==> config.mk <==
export PLATFORM = sky130hd
export DESIGN_NAME = rename_core
export DESIGN_NICKNAME = d
export VERILOG_FILES = /design/src/verilog/rename_pkg.sv /design/src/verilog/rename_map.sv /design/src/verilog/free_list.sv /design/src/verilog/reorder_buffer.sv /design/src/verilog/arch_map.sv /design/src/verilog/rename_core.sv
export VERILOG_INCLUDE_DIRS = /design/src /design/src/verilog
export SDC_FILE = /design/constraint.sdc
export NUM_CORES = 1
export LEC_CHECK = 0
export BUFFER_PORTS_ARGS = -buffer_cell sky130_fd_sc_hd__buf_2
export CAP_MARGIN = 30
export CORE_ASPECT_RATIO = 0.8
export CORE_MARGIN = 4
export CORE_UTILIZATION = 55
export DETAILED_ROUTE_END_ITERATION = 16
export GPL_ROUTABILITY_DRIVEN = 0
export GPL_TIMING_DRIVEN = 0
export PLACE_DENSITY_LB_ADDON = 0.2
export SLEW_MARGIN = 20
export SYNTH_ARGS = -nofsm -noshare
export SYNTH_HDL_FRONTEND = slang
export SYNTH_HIERARCHICAL = 1
export SYNTH_SLANG_ARGS = --single-unit
export TNS_END_PERCENT = 1
==> constraint.sdc <==
create_clock -name clk -period 5.8 [get_ports clk]
set_clock_uncertainty 0.05 [all_clocks]
set_input_delay 0.58 -clock clk [delete_from_list [all_inputs] [get_ports clk]]
set_output_delay 0.58 -clock clk [all_outputs]
set_load 0.02 [all_outputs]
==> src/verilog/rename_params.svh <==
`ifndef RENAME_PARAMS_SVH
`define RENAME_PARAMS_SVH

// architectural register file size
`define ARCH_REGS 10

// physical tags, the first ARCH_REGS of them mapped at reset
`define PHY_REGS 16

// reorder buffer slots
`define ROB_DEPTH 8

// index widths
`define ARCH_WIDTH 4
`define PHY_WIDTH 4
`define ROB_WIDTH 3

`endif

==> src/verilog/rename_pkg.sv <==
package rename_pkg;

`include "rename_params.svh"

    // architectural register index
    typedef logic [`ARCH_WIDTH-1:0] arch_reg_t;

    // physical register tag
    typedef logic [`PHY_WIDTH-1:0] phy_tag_t;

    // reorder buffer slot
    typedef logic [`ROB_WIDTH-1:0] rob_id_t;

    // lifetime of one reorder buffer entry
    typedef enum logic [1:0] {
        st_empty,
        st_waiting,
        st_done
    } rob_state_t;

endpackage

==> src/verilog/rename_map.sv <==
`timescale 1ns/1ps

`include "rename_params.svh"

module rename_map
    import rename_pkg::*;
(
    input  logic      clk,
    input  logic      rst,
    input  logic      ren_valid,
    input  arch_reg_t ren_rs1,
    input  arch_reg_t ren_rs2,
    input  arch_reg_t ren_rd,
    input  phy_tag_t  free_tag,
    input  logic      free_empty,
    input  logic      rob_full,
    input  logic      flush,
    input  phy_tag_t  arch_table [`ARCH_REGS],
    output logic      ren_ready,
    output phy_tag_t  ren_rs1_phy,
    output phy_tag_t  ren_rs2_phy,
    output phy_tag_t  ren_old_phy,
    output logic      alloc
);

    // speculative map, ahead of the committed one by the in-flight renames
    phy_tag_t map_table [`ARCH_REGS];

    // free list head still named by some map entry
    logic tag_in_use;

    // source lookups see the table before this cycle's own write
    assign ren_rs1_phy = map_table[ren_rs1];
    assign ren_rs2_phy = map_table[ren_rs2];

    // previous mapping of rd, released when this instruction retires
    assign ren_old_phy = map_table[ren_rd];

    // stall on a full ROB, no free tag, or a recovery in progress
    assign ren_ready = !rob_full && !free_empty && !flush;
    assign alloc     = ren_valid && ren_ready;

    always_ff @(posedge clk or posedge rst) begin
        if (rst) begin
            // identity map
            for (int i = 0; i < `ARCH_REGS; i++) begin
                map_table[i] <= phy_tag_t'(i);
            end
        end else if (flush) begin
            // drop every speculative mapping
            map_table <= arch_table;
        end else if (alloc) begin
            map_table[ren_rd] <= free_tag;
        end
    end

    always_comb begin
        tag_in_use = 1'b0;
        for (int i = 0; i < `ARCH_REGS; i++) begin
            if (map_table[i] == free_tag) begin
                tag_in_use = 1'b1;
            end
        end
    end

    // a granted rename must take a tag that no register maps to any more
    a_alloc_tag_free: assert property (
        @(posedge clk) disable iff (rst)
        alloc |-> !tag_in_use
    ) else $error("rename allocated tag %0d, which is still mapped", free_tag);

endmodule

==> src/verilog/free_list.sv <==
`timescale 1ns/1ps

`include "rename_params.svh"

module free_list
    import rename_pkg::*;
(
    input  logic     clk,
    input  logic     rst,
    input  logic     alloc,
    input  logic     retire_valid,
    input  phy_tag_t retire_old_phy,
    input  logic     flush,
    output phy_tag_t free_tag,
    output logic     free_empty
);

    // tag storage, indexed by the low pointer bits
    phy_tag_t fifo [`PHY_REGS];

    // pointers carry one extra wrap bit
    logic [`PHY_WIDTH:0] head;
    logic [`PHY_WIDTH:0] tail;
    logic [`PHY_WIDTH:0] commit_head;
    logic [`PHY_WIDTH:0] free_count;

    assign free_count = tail - head;
    assign free_empty = (free_count == '0);
    assign free_tag   = fifo[head[`PHY_WIDTH-1:0]];

    // pop side
    always_ff @(posedge clk or posedge rst) begin
        if (rst) begin
            head <= '0;
        end else if (flush) begin
            // discarded tags become the next ones handed out, same order
            head <= commit_head;
        end else if (alloc) begin
            head <= head + 1'b1;
        end
    end

    // push side and the committed view of the head
    always_ff @(posedge clk or posedge rst) begin
        if (rst) begin
            tail        <= (`PHY_WIDTH+1)'(`PHY_REGS - `ARCH_REGS);
            commit_head <= '0;
        end else if (retire_valid) begin
            tail        <= tail + 1'b1;
            commit_head <= commit_head + 1'b1;
        end
    end

    // slots 0 up to PHY_REGS-ARCH_REGS-1 start with the unmapped tags
    always_ff @(posedge clk or posedge rst) begin
        if (rst) begin
            for (int i = 0; i < `PHY_REGS; i++) begin
                fifo[i] <= phy_tag_t'(i + `ARCH_REGS);
            end
        end else if (retire_valid) begin
            fifo[tail[`PHY_WIDTH-1:0]] <= retire_old_phy;
        end
    end

    // with ARCH_REGS tags always held by the committed map,
    // the queue can never hold more than the remainder
    a_no_overflow: assert property (
        @(posedge clk) disable iff (rst)
        free_count <= (`PHY_REGS - `ARCH_REGS)
    ) else $error("free list overflow, count %0d", free_count);

endmodule

==> src/verilog/reorder_buffer.sv <==
`timescale 1ns/1ps

`include "rename_params.svh"

module reorder_buffer
    import rename_pkg::*;
(
    input  logic      clk,
    input  logic      rst,
    input  logic      alloc,
    input  arch_reg_t ren_rd,
    input  phy_tag_t  ren_rd_phy,
    input  phy_tag_t  ren_old_phy,
    input  logic      cmp_valid,
    input  rob_id_t   cmp_rob_id,
    input  logic      cmp_mispredict,
    output rob_id_t   alloc_id,
    output logic      rob_full,
    output logic      retire_valid,
    output arch_reg_t retire_rd,
    output phy_tag_t  retire_phy,
    output phy_tag_t  retire_old_phy,
    output logic      flush
);

    // per-entry control
    rob_state_t state [`ROB_DEPTH];
    logic       mis_q [`ROB_DEPTH];

    // per-entry payload
    arch_reg_t  rd_q  [`ROB_DEPTH];
    phy_tag_t   new_q [`ROB_DEPTH];
    phy_tag_t   old_q [`ROB_DEPTH];

    logic [`ROB_WIDTH:0] head;
    logic [`ROB_WIDTH:0] tail;
    logic [`ROB_WIDTH:0] count;
    rob_id_t             head_idx;
    rob_id_t             tail_idx;
    logic                retire_mis;

    assign head_idx = head[`ROB_WIDTH-1:0];
    assign tail_idx = tail[`ROB_WIDTH-1:0];
    assign count    = tail - head;
    assign rob_full = (count == `ROB_DEPTH);
    assign alloc_id = tail_idx;

    // head retires as soon as it is done, nothing retires while flushing
    assign retire_valid   = (state[head_idx] == st_done) && !flush;
    assign retire_rd      = rd_q[head_idx];
    assign retire_phy     = new_q[head_idx];
    assign retire_old_phy = old_q[head_idx];
    assign retire_mis     = mis_q[head_idx];

    // flush follows the retire of a mispredicted entry by one cycle
    always_ff @(posedge clk or posedge rst) begin
        if (rst) begin
            flush <= 1'b0;
        end else begin
            flush <= retire_valid && retire_mis;
        end
    end

    always_ff @(posedge clk or posedge rst) begin
        if (rst) begin
            head <= '0;
            tail <= '0;
        end else if (flush) begin
            head <= '0;
            tail <= '0;
        end else begin
            if (alloc) begin
                tail <= tail + 1'b1;
            end
            if (retire_valid) begin
                head <= head + 1'b1;
            end
        end
    end

    // entry state and mispredict flag
    always_ff @(posedge clk or posedge rst) begin
        if (rst) begin
            for (int i = 0; i < `ROB_DEPTH; i++) begin
                state[i] <= st_empty;
                mis_q[i] <= 1'b0;
            end
        end else if (flush) begin
            // younger entries are all wrong path
            for (int i = 0; i < `ROB_DEPTH; i++) begin
                state[i] <= st_empty;
            end
        end else begin
            if (alloc) begin
                state[tail_idx] <= st_waiting;
                mis_q[tail_idx] <= 1'b0;
            end
            if (cmp_valid) begin
                state[cmp_rob_id] <= st_done;
                mis_q[cmp_rob_id] <= cmp_mispredict;
            end
            if (retire_valid) begin
                state[head_idx] <= st_empty;
            end
        end
    end

    // payload written once at allocation
    always_ff @(posedge clk) begin
        if (alloc) begin
            rd_q[tail_idx]  <= ren_rd;
            new_q[tail_idx] <= ren_rd_phy;
            old_q[tail_idx] <= ren_old_phy;
        end
    end

    a_cmp_waiting: assert property (
        @(posedge clk) disable iff (rst)
        cmp_valid && !flush |-> state[cmp_rob_id] == st_waiting
    ) else $error("completion for ROB id %0d, which is not waiting", cmp_rob_id);

    // the rename stage has to honour rob_full
    a_no_alloc_full: assert property (
        @(posedge clk) disable iff (rst)
        alloc |-> !rob_full
    ) else $error("allocation into a full ROB");

endmodule

==> src/verilog/arch_map.sv <==
`timescale 1ns/1ps

`include "rename_params.svh"

module arch_map
    import rename_pkg::*;
(
    input  logic      clk,
    input  logic      rst,
    input  logic      retire_valid,
    input  arch_reg_t retire_rd,
    input  phy_tag_t  retire_phy,
    output phy_tag_t  arch_table [`ARCH_REGS]
);

    // committed state only, so it doubles as the recovery image
    always_ff @(posedge clk or posedge rst) begin
        if (rst) begin
            for (int i = 0; i < `ARCH_REGS; i++) begin
                arch_table[i] <= phy_tag_t'(i);
            end
        end else if (retire_valid) begin
            arch_table[retire_rd] <= retire_phy;
        end
    end

endmodule

==> src/verilog/rename_core.sv <==
`timescale 1ns/1ps

`include "rename_params.svh"

module rename_core
    import rename_pkg::*;
(
    input  logic      clk,
    input  logic      rst,
    input  logic      ren_valid,
    input  arch_reg_t ren_rs1,
    input  arch_reg_t ren_rs2,
    input  arch_reg_t ren_rd,
    output logic      ren_ready,
    output phy_tag_t  ren_rs1_phy,
    output phy_tag_t  ren_rs2_phy,
    output phy_tag_t  ren_rd_phy,
    output rob_id_t   ren_rob_id,
    input  logic      cmp_valid,
    input  rob_id_t   cmp_rob_id,
    input  logic      cmp_mispredict,
    output logic      retire_valid,
    output arch_reg_t retire_rd,
    output phy_tag_t  retire_phy,
    output logic      flush
);

    logic     alloc;
    logic     free_empty;
    logic     rob_full;
    phy_tag_t ren_old_phy;
    phy_tag_t retire_old_phy;
    phy_tag_t arch_table [`ARCH_REGS];

    rename_map i_rename_map (
        .clk         (clk),
        .rst         (rst),
        .ren_valid   (ren_valid),
        .ren_rs1     (ren_rs1),
        .ren_rs2     (ren_rs2),
        .ren_rd      (ren_rd),
        .free_tag    (ren_rd_phy),
        .free_empty  (free_empty),
        .rob_full    (rob_full),
        .flush       (flush),
        .arch_table  (arch_table),
        .ren_ready   (ren_ready),
        .ren_rs1_phy (ren_rs1_phy),
        .ren_rs2_phy (ren_rs2_phy),
        .ren_old_phy (ren_old_phy),
        .alloc       (alloc)
    );

    // the free list head is the new destination tag
    free_list i_free_list (
        .clk            (clk),
        .rst            (rst),
        .alloc          (alloc),
        .retire_valid   (retire_valid),
        .retire_old_phy (retire_old_phy),
        .flush          (flush),
        .free_tag       (ren_rd_phy),
        .free_empty     (free_empty)
    );

    reorder_buffer i_reorder_buffer (
        .clk            (clk),
        .rst            (rst),
        .alloc          (alloc),
        .ren_rd         (ren_rd),
        .ren_rd_phy     (ren_rd_phy),
        .ren_old_phy    (ren_old_phy),
        .cmp_valid      (cmp_valid),
        .cmp_rob_id     (cmp_rob_id),
        .cmp_mispredict (cmp_mispredict),
        .alloc_id       (ren_rob_id),
        .rob_full       (rob_full),
        .retire_valid   (retire_valid),
        .retire_rd      (retire_rd),
        .retire_phy     (retire_phy),
        .retire_old_phy (retire_old_phy),
        .flush          (flush)
    );

    arch_map i_arch_map (
        .clk          (clk),
        .rst          (rst),
        .retire_valid (retire_valid),
        .retire_rd    (retire_rd),
        .retire_phy   (retire_phy),
        .arch_table   (arch_table)
    );

endmodule

==> run_results.csv <==
group,metric,value,unit
global_route,met2_usage,0.389,
floorplanning,rows,52,
finish,final_core_util,0.636,
finish,antennaDiodeCount,0,
routing,first_pass_iters,7,
cts,cts_hold_buf,0,
timing,whs,0.0158,ns
power_and_ir_drop,leakagePower,6.45,nW
critical_path,path_common_cell,"clkbuf_1",
synthesis,netlist_area,0.0144,mm^2
global_route,grt_pass1_wl,59.4,mm
timing,setup_viol,0,
cts,cts.repair.resized,0,
global_route,grt_usage,0.261,
synthesis,async_flop_share,0.667,
routing,num_vias,10152,
cts,cts_tree,"yes",
global_route,grt_pass1_vias,9920,
min_path,hold_class,"input pin to async pin",
critical_path,critPathArrivalTime,5.73,ns
cts,path_clk_slew,0.06,ns
routing,viasPerCell,6.51,
floorplanning,core,0.0255,mm^2
critical_path,cp_cell_sequence,"clkbuf_1, clkbuf_2, inv_1, clkbuf_1, ha_1, xor2_1, or3_1, a21oi_1, or4b_4, clkinv_8, buf_12, clkbuf_1, nor2b_1, nand3_1, clkinvlp_4, o21ai_0, a311oi_1",
floorplanning,start_util,0.564,
synthesis,syn-num-nets,1142,
cts,clockBufferDepth,3,
synthesis,yosysWarnings,6,
global_route,grt_max_degree,53,
timing,tightest_slew,0.963,ns
synthesis,yosysMostFrequentCell,"mux2_2",
routing,wl,38.4,mm
critical_path,timing.setup.critical_path_class,"flip-flop to flip-flop",
cts,numCtsBuffers,29,
routing,drt.antenna.violating_nets,0,
cts,cts.htree.levels,1,
synthesis,synth_common_cells,"150 x mux2_2, 128 x dfrtp_1, 96 x edfxtp_1, 66 x nor2_1, 64 x dfstp_2",
synthesis,synth.area.top_cells,"dfrtp_1 22%, edfxtp_1 20%, mux2_2 12%, dfstp_2 12%, mux4_2 2.7%",
finish,final_nets,1221,
run,maxCapViolCount,0,
critical_path,cp_slowest_stage_delay,0.65,ns
global_route,grt-ovfl-total,0,
synthesis,synth_edf_count,96,
cts,postCtsSetupRepairBufs,0,
synthesis,synth.largest_area_cell,"dfrtp_1",
global_route,antenna_found_initial,0,
synthesis,avgSynthCellArea,13.0,um^2
global_route,globalRoute.busiestLayer,"met1",
timing,finalHoldViolCount,0,
timing,max_slew_margin,0.358,
global_route,use_met3,0.0646,
critical_path,critPathRequiredTime,6.20,ns
cts,cts.sinks,288,
critical_path,path_delay_family,"buffers and inverters",
cts,cts_root_buffer,"clkbuf_16",
routing,drc_errors,0,
timing,min_period,5.33,ns
routing,drt-wirelength-per-cell,24.6,um
timing,setup_tns,0,ns
critical_path,worst-path-buf-inv,8,
finish,drive_gt1_frac,0.330,
power_and_ir_drop,ir_drop,303,uV
critical_path,end_kind,"flip-flop",
floorplanning,die_h,153,um
critical_path,slowest_stage,"or4b_4",
timing,period_share,0.919,
synthesis,ys_ff_latch,288,
place,dp_hpwl,26.7,mm
finish,n_fill_cell,1962,
power_and_ir_drop,fin_total_pwr,0.00984,W
synthesis,synthCells,1107,
timing,maxSlewViolCount,0,
status,outcome,"complete, no violations",
synthesis,synth_top_cell_area_share,0.223,
global_route,gr-usage-met1,0.393,
timing,grt_setup_unrepaired,"no",
finish,area_growth,12.7,%
synthesis,synth_cell_types,79,
power_and_ir_drop,p_per_area,607,mW/mm^2
critical_path,crit_path_start_kind,"flip-flop",
synthesis,ys_seq_area_frac,0.540,
floorplanning,ioPinCount,46,
synthesis,synth_top_flop_cell,"dfrtp_1",
timing,fmax,188,MHz
floorplanning,die_x,189,um
place,port_buffers,39,
cts,clock_latency,0.55,ns
routing,drt_iter0_drc,1041,
critical_path,worstPathMaxFanout,15,
floorplanning,die_area,0.0288,mm^2
-- report_power, final --
group / switching (W) / total, W / leakage, nW / internal, W
registers: 0.000559 / 0.00363 / 3.19 / 0.00307
logic: 0.00252 / 0.00417 / 2.76 / 0.00165
clock network: 0.000781 / 0.00205 / 0.502 / 0.00127
-- per-layer routing --
layer  part of all wire  vias up  wire, um
met5                  0        -         0
met4              0.023        0       879
met3               0.10       60      4010
met2               0.44      499     17000
met1               0.43     5165     16500
li1                   -     4428         -
-- per-stage QoR --
step / setup slack [ns] / instances / cell area (um^2)
after global routing: 0.203 / 1559 / 16200
after global placement: -1.77 / 1497 / 15000
after floorplan: 0.773 / 1107 / 14400
final: 0.470 / 1559 / 16200
after CTS: 0.0851 / 1556 / 16200
after detailed placement: 0.103 / 1503 / 15100
-- area by class of cell --
cell class              count  area, um^2  area share
clock buffers              31         733      0.0452
plain buffers              78         513      0.0316
flip-flops and latches    288        7770       0.479
repair buffers             48         304      0.0188
inverters                  32         150     0.00926
multi-input cells         709        6000       0.370
clock inverters            22         309      0.0191
well taps                 351         439      0.0271
-- final timing paths --
path	from	to	slack, ns	cells past startpoint
min in group clk	ren_rd[1]	i_reorder_buffer/rd_q[1][1]	0.29	1
setup / recovery	i_reorder_buffer/head[2]	i_reorder_buffer/state[8]	0.47	17
hold reg to reg	i_free_list/commit_head[4]	i_free_list/commit_head[4]	0.43	1
hold / removal	rst	i_arch_map/arch_table[1]	0.02	2
setup reg to reg	i_reorder_buffer/head[2]	i_reorder_buffer/state[8]	0.47	17
max in group asynchronous	rst	i_free_list/fifo[8]	5.02	3
-- worst reg2reg max path, delay by kind of cell (launching register included) --
kind | cells | cell delay (ns)
adder cells (fa/ha/maj) | 1 | 0.30
buffers and inverters | 8 | 2.63
AO/OA/AOI/OAI | 3 | 0.50
XOR/XNOR | 1 | 0.13
flip-flops | 1 | 0.35
AND/OR/NAND/NOR | 4 | 1.28
-- state kept, by name (all words and copies together) (netlist names), 8 cells and up --
name and flops:
i_free_list/fifo 64, i_reorder_buffer/new_q 32, i_arch_map/arch_table 40, i_reorder_buffer/mis_q 8
i_reorder_buffer/rd_q 32, i_rename_map/map_table 40, i_reorder_buffer/state 16, i_reorder_buffer/old_q 32
-- cell usage in the layout (no fill, tap or decap), types with 20 or more instances in the layout --
master,instances
a31oi_1,41
mux2_2,150
clkbuf_16,29
o22ai_1,41
edfxtp_1,96
nand3_1,48
nor2_1,66
dfstp_2,64
inv_1,22
a221oi_1,22
clkbuf_1,24
mux2i_1,26
dfrtp_1,128
nand2_1,39
a22oi_1,20
o21ai_0,50
buf_2,51
-- cell families (layout without fill, tap and decap cells) --
family	Yosys count	count (layout)	synth area share
and+or+nand+nor	229	229	0.0921
adders and majority gates	15	15	0.0130
xor gates and xnor gates	18	18	0.0110
AOI/OAI and AO/OA	236	236	0.109
buffers and inverters	110	211	0.0448
DFF	288	288	0.540
muxes	211	211	0.191
No activity file was read; power rests on OpenSTA's default activity.
